--- src/pixelPkg.sv ---
package pixelPkg;

    ////////////////////////////////////////////////////////////////////////////
    // basic types
    ////////////////////////////////////////////////////////////////////////////

    typedef logic [9:0]  pixelCoordT;
    typedef logic [3:0]  digitT;      // above 9 shows blank
    typedef logic [1:0]  themeT;      // 1 light, rest dark
    typedef logic [11:0] colorT;      // {red, green, blue}

    // 0 top, 1 upper right, 2 lower right, 3 bottom, 4 lower left,
    // 5 upper left, 6 middle, 7 middle right corner, 8 middle left corner
    typedef logic [8:0]  segMaskT;

    typedef enum logic [3:0] {
        rst    = 4'd0,
        bRst   = 4'd1,
        bPlay  = 4'd2,
        stage1 = 4'd3,
        stage2 = 4'd4,
        stage3 = 4'd5,
        pmode  = 4'd6,
        win    = 4'd7,
        lose   = 4'd8,
        finish = 4'd9
    } gameStateE;

    typedef enum logic [1:0] {
        blank     = 2'd0,
        countdown = 2'd1,
        score     = 2'd2,
        fill      = 2'd3
    } screenModeE;

    ////////////////////////////////////////////////////////////////////////////
    // constants
    ////////////////////////////////////////////////////////////////////////////

    localparam colorT colorBlack = 12'h000;
    localparam colorT colorWhite = 12'hfff;

    localparam int bigBar      = 20;  // countdown digit
    localparam int bigWidth    = 100;
    localparam int bigHeight   = 180;
    localparam int smallBar    = 10;  // score digits
    localparam int smallWidth  = 50;
    localparam int smallHeight = 90;

endpackage

--- src/digitRaster.sv ---
`timescale 1ns/1ps

module digitRaster #(
    parameter int originX     = 0,
    parameter int originY     = 0,
    parameter int barWidth    = pixelPkg::smallBar,
    parameter int digitWidth  = pixelPkg::smallWidth,
    parameter int digitHeight = pixelPkg::smallHeight
) (
    input  logic                 clk,
    input  logic                 rstN,
    input  pixelPkg::pixelCoordT hCnt,
    input  pixelPkg::pixelCoordT vCnt,
    output pixelPkg::segMaskT    segHit
);
    import pixelPkg::*;

    ////////////////////////////////////////////////////////////////////////////
    // digit geometry
    ////////////////////////////////////////////////////////////////////////////

    localparam pixelCoordT colLeft   = pixelCoordT'(originX);
    localparam pixelCoordT colCentre = pixelCoordT'(originX + barWidth);
    localparam pixelCoordT colRight  = pixelCoordT'(originX + digitWidth - barWidth);
    localparam pixelCoordT colEnd    = pixelCoordT'(originX + digitWidth);

    localparam pixelCoordT rowTop    = pixelCoordT'(originY);
    localparam pixelCoordT rowTopEnd = pixelCoordT'(originY + barWidth);
    localparam pixelCoordT rowMid    = pixelCoordT'(originY + (digitHeight - barWidth) / 2);
    localparam pixelCoordT rowMidEnd = pixelCoordT'(originY + (digitHeight - barWidth) / 2
                                                    + barWidth);
    localparam pixelCoordT rowBot    = pixelCoordT'(originY + digitHeight - barWidth);
    localparam pixelCoordT rowEnd    = pixelCoordT'(originY + digitHeight);

    logic    inLeft, inCentre, inRight;
    logic    aboveMid, inMid, belowMid;
    logic    inTop, inBottom;
    segMaskT hitNext;

    assign inLeft   = (hCnt >= colLeft)   && (hCnt < colCentre);
    assign inCentre = (hCnt >= colCentre) && (hCnt < colRight);
    assign inRight  = (hCnt >= colRight)  && (hCnt < colEnd);

    assign aboveMid = (vCnt >= rowTop)    && (vCnt < rowMid);
    assign inMid    = (vCnt >= rowMid)    && (vCnt < rowMidEnd);
    assign belowMid = (vCnt >= rowMidEnd) && (vCnt < rowEnd);
    assign inTop    = (vCnt >= rowTop)    && (vCnt < rowTopEnd);
    assign inBottom = (vCnt >= rowBot)    && (vCnt < rowEnd);

    always_comb begin
        hitNext    = '0;
        hitNext[5] = inLeft & aboveMid;
        hitNext[8] = inLeft & inMid;     // left corner
        hitNext[4] = inLeft & belowMid;
        hitNext[1] = inRight & aboveMid;
        hitNext[7] = inRight & inMid;    // right corner
        hitNext[2] = inRight & belowMid;
        hitNext[0] = inCentre & inTop;
        hitNext[6] = inCentre & inMid;
        hitNext[3] = inCentre & inBottom;
    end

    always_ff @(posedge clk) begin
        if (!rstN)
            segHit <= '0;
        else
            segHit <= hitNext;
    end

    // regions must not overlap for any placement
    hitOneHot: assert property (
        @(posedge clk) disable iff (!rstN) $onehot0(segHit)
    ) else $error("pixel hit more than one segment region");

endmodule

--- src/digitSegments.sv ---
`timescale 1ns/1ps

module digitSegments (
    input  logic              clk,
    input  logic              rstN,
    input  pixelPkg::digitT   digit,
    output pixelPkg::segMaskT litMask
);
    import pixelPkg::*;

    logic [6:0] segs;  // g f e d c b a
    segMaskT    maskNext;

    always_comb begin
        case (digit)
            4'd0:    segs = 7'h3f;
            4'd1:    segs = 7'h06;
            4'd2:    segs = 7'h5b;
            4'd3:    segs = 7'h4f;
            4'd4:    segs = 7'h66;
            4'd5:    segs = 7'h6d;
            4'd6:    segs = 7'h7d;
            4'd7:    segs = 7'h07;
            4'd8:    segs = 7'h7f;
            4'd9:    segs = 7'h6f;
            default: segs = 7'h00;  // blank digit
        endcase
        // corners fill in where a middle bar or both verticals meet
        maskNext = {segs[6] | (segs[4] & segs[5]),
                    segs[6] | (segs[1] & segs[2]),
                    segs};
    end

    always_ff @(posedge clk) begin
        if (!rstN)
            litMask <= '0;
        else
            litMask <= maskNext;
    end

endmodule

--- src/pixelGenTop.sv ---
`timescale 1ns/1ps

module pixelGenTop #(
    parameter int bigX   = 270,  // countdown digit
    parameter int bigY   = 150,
    parameter int leftX  = 275,  // score1
    parameter int leftY  = 190,
    parameter int rightX = 340,  // score0
    parameter int rightY = 190
) (
    input  logic                 clk,
    input  logic                 rstN,
    input  pixelPkg::pixelCoordT hCnt,
    input  pixelPkg::pixelCoordT vCnt,
    input  logic                 valid,
    input  pixelPkg::themeT      theme,
    input  pixelPkg::gameStateE  state,
    input  pixelPkg::digitT      score0,
    input  pixelPkg::digitT      score1,
    input  pixelPkg::digitT      cnt0,
    output logic [3:0]           vgaRed,
    output logic [3:0]           vgaGreen,
    output logic [3:0]           vgaBlue
);
    import pixelPkg::*;

    screenModeE mode;
    colorT      bgColor, fgColor;
    logic       pixValid;
    segMaskT    bigHit, leftHit, rightHit;
    segMaskT    cntLit, leftLit, rightLit;

    ////////////////////////////////////////////////////////////////////////////
    // stage one
    ////////////////////////////////////////////////////////////////////////////

    screenControl ctrl (
        .clk(clk), .rstN(rstN), .state(state), .theme(theme), .valid(valid),
        .mode(mode), .bgColor(bgColor), .fgColor(fgColor), .pixValid(pixValid)
    );

    digitRaster #(
        .originX(bigX), .originY(bigY),
        .barWidth(bigBar), .digitWidth(bigWidth), .digitHeight(bigHeight)
    ) bigRaster (
        .clk(clk), .rstN(rstN), .hCnt(hCnt), .vCnt(vCnt), .segHit(bigHit)
    );

    digitRaster #(
        .originX(leftX), .originY(leftY),
        .barWidth(smallBar), .digitWidth(smallWidth), .digitHeight(smallHeight)
    ) leftRaster (
        .clk(clk), .rstN(rstN), .hCnt(hCnt), .vCnt(vCnt), .segHit(leftHit)
    );

    digitRaster #(
        .originX(rightX), .originY(rightY),
        .barWidth(smallBar), .digitWidth(smallWidth), .digitHeight(smallHeight)
    ) rightRaster (
        .clk(clk), .rstN(rstN), .hCnt(hCnt), .vCnt(vCnt), .segHit(rightHit)
    );

    digitSegments cntSeg   (.clk(clk), .rstN(rstN), .digit(cnt0),   .litMask(cntLit));
    digitSegments leftSeg  (.clk(clk), .rstN(rstN), .digit(score1), .litMask(leftLit));
    digitSegments rightSeg (.clk(clk), .rstN(rstN), .digit(score0), .litMask(rightLit));

    ////////////////////////////////////////////////////////////////////////////
    // stage two
    ////////////////////////////////////////////////////////////////////////////

    pixelMux mux (
        .clk(clk), .rstN(rstN),
        .mode(mode), .bgColor(bgColor), .fgColor(fgColor), .pixValid(pixValid),
        .bigHit(bigHit), .leftHit(leftHit), .rightHit(rightHit),
        .cntLit(cntLit), .leftLit(leftLit), .rightLit(rightLit),
        .vgaRed(vgaRed), .vgaGreen(vgaGreen), .vgaBlue(vgaBlue)
    );

endmodule

--- src/pixelMux.sv ---
`timescale 1ns/1ps

module pixelMux (
    input  logic                 clk,
    input  logic                 rstN,
    input  pixelPkg::screenModeE mode,
    input  pixelPkg::colorT      bgColor,
    input  pixelPkg::colorT      fgColor,
    input  logic                 pixValid,
    input  pixelPkg::segMaskT    bigHit,
    input  pixelPkg::segMaskT    leftHit,
    input  pixelPkg::segMaskT    rightHit,
    input  pixelPkg::segMaskT    cntLit,
    input  pixelPkg::segMaskT    leftLit,
    input  pixelPkg::segMaskT    rightLit,
    output logic [3:0]           vgaRed,
    output logic [3:0]           vgaGreen,
    output logic [3:0]           vgaBlue
);
    import pixelPkg::*;

    logic  cntOn;
    logic  scoreOn;
    colorT pixNext;

    assign cntOn   = |(bigHit & cntLit);
    assign scoreOn = (|(leftHit & leftLit)) | (|(rightHit & rightLit));

    always_comb begin
        if (!pixValid) begin
            pixNext = colorBlack;  // outside the visible area
        end else begin
            case (mode)
                blank:     pixNext = colorBlack;
                countdown: pixNext = cntOn ? fgColor : bgColor;
                score:     pixNext = scoreOn ? fgColor : bgColor;
                default:   pixNext = bgColor;
            endcase
        end
    end

    ////////////////////////////////////////////////////////////////////////////
    // stage two output register
    ////////////////////////////////////////////////////////////////////////////

    always_ff @(posedge clk) begin
        if (!rstN)
            {vgaRed, vgaGreen, vgaBlue} <= '0;
        else
            {vgaRed, vgaGreen, vgaBlue} <= pixNext;
    end

    // blanking must reach the DAC one cycle on
    blankOut: assert property (
        @(posedge clk) disable iff (!rstN)
        !pixValid |=> ({vgaRed, vgaGreen, vgaBlue} == 12'h000)
    ) else $error("rgb not black after invalid pixel");

endmodule

--- src/screenControl.sv ---
`timescale 1ns/1ps

module screenControl (
    input  logic                   clk,
    input  logic                   rstN,
    input  pixelPkg::gameStateE    state,
    input  pixelPkg::themeT        theme,
    input  logic                   valid,
    output pixelPkg::screenModeE   mode,
    output pixelPkg::colorT        bgColor,
    output pixelPkg::colorT        fgColor,
    output logic                   pixValid
);
    import pixelPkg::*;

    screenModeE modeNext;
    colorT      bgNext;

    // game state to screen mode
    always_comb begin
        case (state)
            bRst:          modeNext = blank;
            bPlay:         modeNext = countdown;
            stage1, pmode: modeNext = score;
            default:       modeNext = fill;
        endcase
    end

    assign bgNext = (theme == 2'd1) ? colorWhite : colorBlack; // light theme

    ////////////////////////////////////////////////////////////////////////////
    // stage one registers
    ////////////////////////////////////////////////////////////////////////////

    always_ff @(posedge clk) begin
        if (!rstN) begin
            mode     <= blank;
            pixValid <= 1'b0;
        end else begin
            mode     <= modeNext;
            pixValid <= valid;
        end
    end

    always_ff @(posedge clk) begin
        bgColor <= bgNext;
        fgColor <= ~bgNext;  // always the opposite
    end

    // mode feeds the colour select downstream
    modeKnown: assert property (
        @(posedge clk) disable iff (!rstN) !$isunknown(mode)
    ) else $error("screen mode unknown");

endmodule
--- config.mk ---
export PLATFORM = sky130hd
export DESIGN_NAME = pixelGenTop
export DESIGN_NICKNAME = d
export VERILOG_FILES = /design/src/pixelPkg.sv /design/src/digitRaster.sv /design/src/digitSegments.sv /design/src/pixelGenTop.sv /design/src/pixelMux.sv /design/src/screenControl.sv
export SDC_FILE = /design/constraint.sdc
export NUM_CORES = 1
export LEC_CHECK = 0
export ABC_AREA = 1
export BUFFER_PORTS_ARGS = -buffer_cell sky130_fd_sc_hd__buf_4
export CAP_MARGIN = 10
export CORE_MARGIN = 5
export CORE_UTILIZATION = 50
export CTS_CLUSTER_DIAMETER = 50
export DETAILED_ROUTE_END_ITERATION = 16
export PLACE_DENSITY = 0.76
export SYNTH_ARGS = -nofsm -noshare
export SYNTH_HDL_FRONTEND = slang
export SYNTH_SLANG_ARGS = --single-unit
--- constraint.sdc ---
create_clock -name clk -period 2.7 [get_ports clk]
set_input_delay 0.135 -clock clk [delete_from_list [all_inputs] [get_ports clk]]
set_output_delay 0.135 -clock clk [all_outputs]
set_load 0.02 [all_outputs]
==> results of run 1 <==
## metrics by stage
| step | setup WS [ns] | hold WS [ns] | power (mW) | cell area, µm² |
|---|---|---|---|---|
| 2_1_floorplan | 1.66 | 0.217 | 1.10 | 2960 |
| 3_3_place_gp | 1.29 | 0.317 | 1.20 | 3350 |
| 3_5_place_dp | 1.28 | 0.321 | 1.20 | 3350 |
| 4_1_cts | 1.48 | 0.0269 | 1.94 | 3550 |
| 5_1_grt | 1.40 | 0.0475 | 2.03 | 3550 |
| 6_report | 1.51 | 0.0363 | 1.92 | 3550 |
## power groups by stage
stage | Clock (mW) | Sequential, mW | Combinational (mW)
CTS | 0.751 | 0.935 | 0.250
floorplan | 0 | 0.950 | 0.148
detailed placement | 0 | 0.954 | 0.246
global route | 0.804 | 0.938 | 0.285
finish | 0.738 | 0.935 | 0.250
global placement | 0 | 0.953 | 0.243
## worst min-delay path: cells and delay by family
| kind | cells | cell delay, ns |
|---|---|---|
| buf+inv | 2 | 0.12 |
| compound gates | 1 | 0.06 |
## cell type report
class | count | area (µm²) | area share [%]
multi-input cells | 283 | 1440 | 40.5
well taps | 75 | 93.8 | 2.64
clock inverters | 2 | 35.0 | 0.987
flip-flops and latches | 60 | 1200 | 33.8
repair buffers | 53 | 403 | 11.3
inverters | 61 | 233 | 6.55
clock buffers | 13 | 149 | 4.19
## registers in the layout, indices dropped and copies added (netlist names)
register,count
cntSeg.litMask,9
rightRaster.segHit,9
leftRaster.segHit,9
ctrl.bgColor,1
ctrl.pixValid,1
mux.vgaBlue,1
rightSeg.litMask,9
ctrl.mode,2
bigRaster.segHit,9
leftSeg.litMask,9
ctrl.fgColor,1
## cells in the final DEF, fill, tap and decap left out, types with 2 or more instances in the layout
cell type / Yosys / routed
o31ai_1: 4 / 4
clkinv_2: 1 / 2
nor2_1: 54 / 54
nor3_1: 7 / 7
inv_1: 56 / 56
clkbuf_1: 1 / 3
clkbuf_8: 0 / 10
dfxtp_1: 60 / 60
o21ai_0: 17 / 17
o211ai_1: 3 / 3
ha_1: 15 / 15
buf_4: 12 / 51
inv_2: 3 / 3
dlygate4sd3_1: 0 / 2
a31oi_1: 3 / 3
nand3_1: 21 / 21
nor2_2: 4 / 4
or2_2: 5 / 5
nand4_1: 7 / 7
nand2_1: 105 / 105
a21oi_1: 22 / 22
## what timing repair did
item,CTS,global route
hold buffers,2,0
gates resized for setup,0,0
endpoints found under the setup margin,0,0
setup buffers,0,0
hold endpoints to repair,2,0
## cell families (layout without fill, tap and decap cells)
logic type / Yosys count / in the layout / share of synthesized area, %
XOR/XNOR: 1 / 1 / 0.296
AO/OA/AOI/OAI: 56 / 56 / 11.0
flip-flops: 60 / 60 / 40.5
AND/OR/NAND/NOR: 211 / 211 / 30.8
adder cells (fa/ha/maj): 15 / 15 / 6.33
buffers and inverters: 74 / 129 / 11.0
## worst max-delay path by stage
stage / end / slack (ns) / cells past startpoint
floorplan: rightRaster.segHit[4]$_SDFF_PN0_ / 1.66 / 8
global placement: rightRaster.segHit[4]$_SDFF_PN0_ / 1.29 / 9
detailed placement: rightRaster.segHit[4]$_SDFF_PN0_ / 1.28 / 9
CTS: vgaRed[0] / 1.48 / 1
global route: mux.vgaBlue[2]$_SDFF_PN0_ / 1.40 / 7
finish: vgaRed[3] / 1.51 / 1
## per-layer routing
metal	GRT usage (%)	vias up
met5	0	-
met4	6.66	0
met3	4.45	10
met2	28.8	69
met1	23.8	1174
li1	-	1410
==> impl_metrics.json, run 1 <==
{
  "worst_pin_slew_ns": 0.699,
  "seqPwrFrac_pct": 48.6,
  "hold_violations": 0,
  "place_hpwl_um": 5070,
  "reg2reg_from": "leftSeg.litMask[7]$_SDFF_PN0_",
  "rsz0062_at_grt": "no",
  "clk_pin_slew_worst_paths_ns": 0.06,
  "netlist_top_cells_count": "nand2_1 (105), dfxtp_1 (60), inv_1 (56)",
  "synth-seq-area-share_pct": 40.5,
  "initial_core_util_pct": 50.7,
  "async_flop_share_pct": 0,
  "pwr-share-clk_pct": 38.4,
  "track_usage_pct": 18.1,
  "numCtsBuffers": 9,
  "fin_skew_ns": 0.00833,
  "slew_violations": 0,
  "core_area_um2": 5850,
  "cts.sinks": 60,
  "path_cells": "buf_4",
  "dr_total_vias": 2663,
  "wl_met3_um": 376,
  "drt_iter0_drc": 129,
  "syn_nets": 473,
  "dieWidth_um": 87.0,
  "cpPeakStageDelay_ns": 0.52,
  "diodes": 0,
  "cts_tree": "done",
  "maxCapViolCount": 0,
  "insertion_delay_ns": 0.32,
  "io_buffers": 51,
  "cp_slowest_cell": "dfxtp_1",
  "r2r-end": "mux.vgaBlue[2]$_SDFF_PN0_",
  "dr.max_layer_used": "met4",
  "antenna_found_initial": 0,
  "syn_area_per_cell_um2": 7.11,
  "p_switching_mw": 0.453,
  "wl_met1_um": 2880,
  "ys_ff_latch": 60,
  "pwr-share-comb_pct": 13.0,
  "swShare_pct": 23.6,
  "crit_path_end_kind": "output port",
  "reg2reg_depth": 7,
  "wl_um": 6290,
  "synth_area_leaders": "dfxtp_1 (41%), nand2_1 (13%), inv_1 (7.1%)",
  "setup_viol": 0,
  "synth_cell_type_count": 36,
  "ant_nets": 0,
  "yosys.area.top_type": "dfxtp_1",
  "drive_above_1_share_pct": 17.8,
  "yosysMostFrequentCell": "nand2_1",
  "hp-start": "state[3]",
  "dieArea_um2": 7570,
  "syn_area_um2": 2960,
  "first_pass_iters": 4,
  "irDropWorstVdd_mv": 0.355,
  "timing.fmax_mhz": 838,
  "htreeDepth": 3,
  "holdPathEnd": "ctrl.mode[0]$_SDFF_PN0_",
  "via_per_inst": 4.87,
  "hold_depth": 3,
  "drc": 0,
  "start_kind": "register",
  "cts_root_buf": "clkbuf_8",
  "slew_headroom_pct": 52.6,
  "die_y_um": 87.0,
  "grt_pass1_wl_um": 10800,
  "rrSetupSlack_ns": 1.55,
  "layout.nets": 524,
  "synth-main-ff-cell": "dfxtp_1",
  "ys_warn_count": 0,
  "num_rows": 28,
  "first_global_vias": 2480,
  "path_buf_inv": 1,
  "synth_edf_count": 0,
  "worstSetupPathType": "register to output port",
  "io-pin-count": 53,
  "synth_top_area_share_pct": 40.5,
  "grt_max_degree": 19,
  "post-place-cells": 530,
  "met2_wirelength_um": 2940,
  "fill_cells": 527,
  "worstPathArrival_ns": 1.06,
  "clockBufferDepth": 2,
  "tns_ns": 0,
  "status": "finished, final reports clean",
  "p_leak_nw": 1.81,
  "gp_congestion": 0.868,
  "drt-wirelength-per-cell_um": 11.5,
  "p_per_area_nw_per_um2": 542,
  "fin_util_pct": 60.7,
  "fin_crit_sh_pct": 44.2,
  "fin_cells": 547,
  "overflow": 0,
  "area_growth_pct": 19.8,
  "crit_start": "mux.vgaBlue[2]$_SDFF_PN0_",
  "worst_ep_required_time_ns": 2.57,
  "min_period_ns": 1.19,
  "intPower_mw": 1.47,
  "path_max_fanout": 12,
  "syn_inst": 417,
  "cp_top_family": "flip-flops",
  "worstHoldPathType": "input port to register"
}
No activity file was read; power rests on OpenSTA's default activity.
==> inputs of run 2 (changes only) <==
- clock period: 2.7 -> 1.1 ns (I/O delays scaled with it)
==> run 2 against run 1 <==
Compared with the run above:
- the flow now finishes with violations (setup timing)
- setup slack got worse by 1.5 ns
- wire length rose by 11%
- cell count rose by 5.7%
- clock skew fell by 0.0035 ns
==> impl_metrics.json, run 2 (synthesis results as in run 1) <==
{
  "status": "finished, violations left",
  "violations": "setup timing",
  "cts_root_buf": "clkbuf_8",
  "holdPathEnd": "ctrl.mode[1]$_SDFF_PN0_",
  "worstPathArrival_ns": 1.38,
  "cts.sinks": 60,
  "antenna_found_initial": 0,
  "diodes": 0,
  "dpl-instance-area_um2": 3570,
  "worst_ep_required_time_ns": 1.36,
  "area_growth_pct": 29.7,
  "grt.met1_usage_pct": 23.7,
  "p_per_area_nw_per_um2": 1320,
  "setup_viol": 1,
  "worst_pin_slew_ns": 0.375,
  "final_common_cell": "nand2_1",
  "worstSetupPathType": "register to register",
  "p_leak_nw": 1.98,
  "dieArea_um2": 7570,
  "rsz0062_at_grt": "yes",
  "post-place-cells": 558,
  "slew_violations": 0,
  "tns_ns": -0.0140,
  "crit_path_end_kind": "register",
  "hold_violations": 0,
  "first_pass_iters": 5,
  "fin_cells": 578,
  "drt-wirelength-per-cell_um": 12.1,
  "numCtsBuffers": 9,
  "num_rows": 28,
  "die_y_um": 87.0,
  "grt_max_degree": 17,
  "core_area_um2": 5850,
  "drive_above_1_share_pct": 24.3,
  "final_cell_mix": "nand2_1 (105), buf_4 (78), dfxtp_1 (58)",
  "path_max_fanout": 2,
  "r2r-end": "mux.vgaBlue[2]$_SDFF_PN0_",
  "cts_tree": "done",
  "insertion_delay_ns": 0.33,
  "maxCapViolCount": 0,
  "first_global_vias": 2754,
  "min_period_ns": 1.11,
  "layout.nets": 555,
  "irDropWorstVdd_mv": 0.912,
  "htreeDepth": 3,
  "slew_headroom_pct": 74.7,
  "worstHoldPathType": "input port to register",
  "reg2reg_depth": 7,
  "ant_nets": 0,
  "fin_skew_ns": 0.00480,
  "wl_um": 7000,
  "gr-usage-met2_pct": 34.0,
  "overflow": 0,
  "dr_total_vias": 2818,
  "dieWidth_um": 87.0,
  "start_kind": "register",
  "drc": 0,
  "hp-start": "state[1]",
  "busiest_layer": "met2",
  "fin_crit_sh_pct": 101,
  "gp_congestion": 0.930,
  "clockBufferDepth": 2,
  "drt_iter0_drc": 119,
  "grt_pass1_wl_um": 11800,
  "place_hpwl_um": 5430,
  "clk_pin_slew_worst_paths_ns": 0.07,
  "fin_area_um2": 3840,
  "worst_slack_ns": -0.0140,
  "hold_slack_ns": 0.0155,
  "rrSetupSlack_ns": -0.01,
  "fin_util_pct": 65.7,
  "io_buffers": 51,
  "met3_usage_pct": 4.54,
  "track_usage_pct": 19.7,
  "initial_core_util_pct": 50.7,
  "timing.fmax_mhz": 898,
  "hold_depth": 3,
  "via_per_inst": 4.88,
  "io-pin-count": 53,
  "reg2reg_from": "leftRaster.segHit[4]$_SDFF_PN0_"
}
[run 2: cell count changes in the layout (fill, tap and decap cells not counted), sizes merged]
cell         before  now
clkinvlp          0    1
clkinv            2    3
dlygate4sd3       2    5
clkbuf           13   10
bufinv            1    2
buf              51   79
[run 2: worst max-delay path by stage]
stage | cells after the start | from | end
final | 7 | leftRaster.segHit[4]$_SDFF_PN0_ | mux.vgaBlue[2]$_SDFF_PN0_
after global routing | 7 | leftRaster.segHit[4]$_SDFF_PN0_ | mux.vgaBlue[2]$_SDFF_PN0_
after CTS | 7 | rightSeg.litMask[6]$_SDFF_PN0_ | mux.vgaBlue[2]$_SDFF_PN0_
after detailed placement | 10 | hCnt[7] | leftRaster.segHit[2]$_SDFF_PN0_
after global placement | 10 | hCnt[7] | leftRaster.segHit[2]$_SDFF_PN0_
after floorplan | 8 | hCnt[7] | rightRaster.segHit[4]$_SDFF_PN0_
[run 2: layout make-up]
type / instances / area (µm²)
Inverter: 61 / 233
Tap cell: 75 / 93.8
Clock inverter: 5 / 77.6
Timing Repair Buffer: 84 / 656
Multi-Input combinational cell: 283 / 1450
Clock buffer: 10 / 128
Fill cell: 483 / 2010
Sequential cell: 60 / 1200
[run 2: critical path: stages (launching register included)]
cell	delay, ns
dfxtp_2	0.33
nand2_1	0.06
nand2_1	0.05
nor2_2	0.15
nand3_2	0.09
o21bai_1	0.15
nand3_1	0.09
a21oi_1	0.12
[run 2: power breakdown]
group	total [mW]	internal, mW	switching [mW]
Combinational	0.710	0.323	0.387
Clock	2.07	1.25	0.819
Sequential	2.29	2.26	0.0309
[run 2: through the flow]
| stage | total power, mW | setup slack, ns |
|---|---|---|
| after floorplan | 2.69 | 0.136 |
| after global placement | 3.02 | -0.0578 |
| after detailed placement | 3.03 | -0.0895 |
| after CTS | 5.12 | -0.00556 |
| after global routing | 5.30 | -0.156 |
| final | 5.08 | -0.0140 |
[run 2: what timing repair did]
item | 4_1_cts | 5_1_grt
hold buffers | 5 | 0
setup endpoints to repair | 13 | 1
setup buffers | 0 | 0
pin swaps | 1 | 5
hold endpoints to repair | 6 | 0
resized for setup | 3 | 5
[run 2: layer usage]
| layer | wire [µm] | up-vias |
|---|---|---|
| met5 | 0 | - |
| met4 | 99 | 0 |
| met3 | 416 | 11 |
| met2 | 3440 | 80 |
| met1 | 3040 | 1247 |
| li1 | - | 1480 |
==> inputs of run 3 (changes only) <==
- TNS_END_PERCENT: unset -> 30
==> run 3 against run 2 <==
Compared with the run above:
- the flow still finishes with violations (setup timing)
- critical path depth is the same
- cell area is essentially flat
- fmax shrank 0.92%
- critical endpoint unchanged
- largest cell class unchanged
==> impl_metrics.json, run 3 (synthesis results as in run 1) <==
{
  "p_per_area_nw_per_um2": 1320,
  "start_kind": "register",
  "worst_ep_required_time_ns": 1.36,
  "drt-wirelength-per-cell_um": 12.1,
  "grt_pass1_wl_um": 11800,
  "place_ws_ns": -0.0895,
  "fill_cells": 484,
  "p_leak_nw": 1.98,
  "worst_pin_slew_ns": 0.375,
  "cp_slowest_cell": "dfxtp_2",
  "fin_skew_ns": 0.00509,
  "path_max_fanout": 2,
  "cts.sinks": 60,
  "final_common_cell": "nand2_1",
  "grt_max_degree": 17,
  "hold_depth": 3,
  "worst_slack_ns": -0.0244,
  "hold_slack_ns": 0.0158,
  "min_period_ns": 1.12,
  "hp-start": "state[1]",
  "layout.nets": 555,
  "diodes": 0,
  "ant_nets": 0,
  "dr_total_vias": 2806,
  "gp_congestion": 0.930,
  "status": "finished, violations left",
  "holdPathEnd": "ctrl.mode[1]$_SDFF_PN0_",
  "fin_area_um2": 3840,
  "violations": "setup timing",
  "setup_viol": 1,
  "rsz0062_at_grt": "yes",
  "dieWidth_um": 87.0,
  "maxCapViolCount": 0,
  "via_per_inst": 4.85,
  "io_buffers": 51,
  "timing.fmax_mhz": 889,
  "antenna_found_initial": 0,
  "worstHoldPathType": "input port to register",
  "overflow": 0,
  "cpPeakStageDelay_ns": 0.33,
  "tns_ns": -0.0244,
  "num_rows": 28,
  "worstSetupPathType": "register to register",
  "core_area_um2": 5850,
  "drt_iter0_drc": 117,
  "fin_crit_sh_pct": 102,
  "io-pin-count": 53,
  "dieArea_um2": 7570,
  "reg2reg_from": "leftRaster.segHit[4]$_SDFF_PN0_",
  "clockBufferDepth": 2,
  "clk_pin_slew_worst_paths_ns": 0.07,
  "initial_core_util_pct": 50.7,
  "r2r-end": "mux.vgaBlue[2]$_SDFF_PN0_",
  "hold_violations": 0,
  "reg2reg_depth": 7,
  "cts_root_buf": "clkbuf_8",
  "drc": 0,
  "slew_headroom_pct": 74.7,
  "irDropWorstVdd_mv": 0.912,
  "numCtsBuffers": 9,
  "wl_um": 6990,
  "track_usage_pct": 19.7,
  "insertion_delay_ns": 0.33,
  "crit_top_cell": "nand2_1",
  "place_hpwl_um": 5430,
  "drive_above_1_share_pct": 24.1,
  "first_global_vias": 2755,
  "htreeDepth": 3,
  "rrSetupSlack_ns": -0.02,
  "area_growth_pct": 29.6,
  "dpl-instance-area_um2": 3570,
  "first_pass_iters": 4,
  "crit_path_end_kind": "register",
  "worstPathArrival_ns": 1.39,
  "final_cell_mix": "nand2_1 (105), buf_4 (78), dfxtp_1 (58)",
  "postCtsSetupBuffers": 0,
  "die_y_um": 87.0,
  "cts_tree": "done",
  "slew_violations": 0,
  "path_cells": "nand2_1, nand2_1, nor2_2, nand3_2, o21bai_1, nand3_1, a21oi_1"
}
==> run 3: worst max-delay path by stage <==
stage                                          from                               end  depth (start not counted)
floorplan                                   hCnt[7]  rightRaster.segHit[4]$_SDFF_PN0_                          8
global placement                            hCnt[7]   leftRaster.segHit[2]$_SDFF_PN0_                         10
detailed placement                          hCnt[7]   leftRaster.segHit[2]$_SDFF_PN0_                         10
CTS                 leftRaster.segHit[4]$_SDFF_PN0_         mux.vgaBlue[2]$_SDFF_PN0_                          7
global route        leftRaster.segHit[4]$_SDFF_PN0_         mux.vgaBlue[2]$_SDFF_PN0_                          7
finish              leftRaster.segHit[4]$_SDFF_PN0_         mux.vgaBlue[2]$_SDFF_PN0_                          7
==> run 3: cell type report <==
class | instances | area [µm²] | share of cell area (%)
clock buffers | 10 | 128 | 3.32
clock inverters | 5 | 77.6 | 2.02
inverters | 61 | 233 | 6.06
multi-input cells | 283 | 1450 | 37.8
flip-flops and latches | 60 | 1200 | 31.3
well taps | 75 | 93.8 | 2.44
repair buffers | 84 | 656 | 17.1
==> run 3: power by group <==
part	internal (mW)	leakage, nW	switching (mW)
Combinational	0.323	1.39	0.387
Sequential	2.26	0.492	0.0310
Clock	1.25	0.102	0.816
==> run 3: routing by layer <==
metal / up-vias / wire (µm) / GRT usage, %
met1: 1243 / 3040 / 23.7
met4: 0 / 56 / 7.08
met2: 75 / 3470 / 34.0
met3: 8 / 425 / 4.54
met5: - / 0 / 0
li1: 1480 / - / -
==> run 3: metrics by stage <==
| step | utilization, % | cells | power, mW |
|---|---|---|---|
| 3_3_place_gp | 61.0 | 558 | 3.02 |
| 4_1_cts | 65.4 | 578 | 5.12 |
| 6_report | 65.7 | 578 | 5.07 |
| 3_5_place_dp | 61.0 | 558 | 3.03 |
| 2_1_floorplan | - | 417 | 2.69 |
| 5_1_grt | 65.7 | 578 | 5.30 |
==> run 3: critical path: cells and delay by family (launching register included) <==
kind,cells,cell delay (ns)
simple gates,5,0.45
compound gates,2,0.27
flops,1,0.33
==> run 3: timing repair <==
action	4_1_cts	5_1_grt
pin swaps	0	5
resized for setup	2	5
endpoints found under the setup margin	13	1
hold endpoints to repair	6	0
hold buffers	5	0
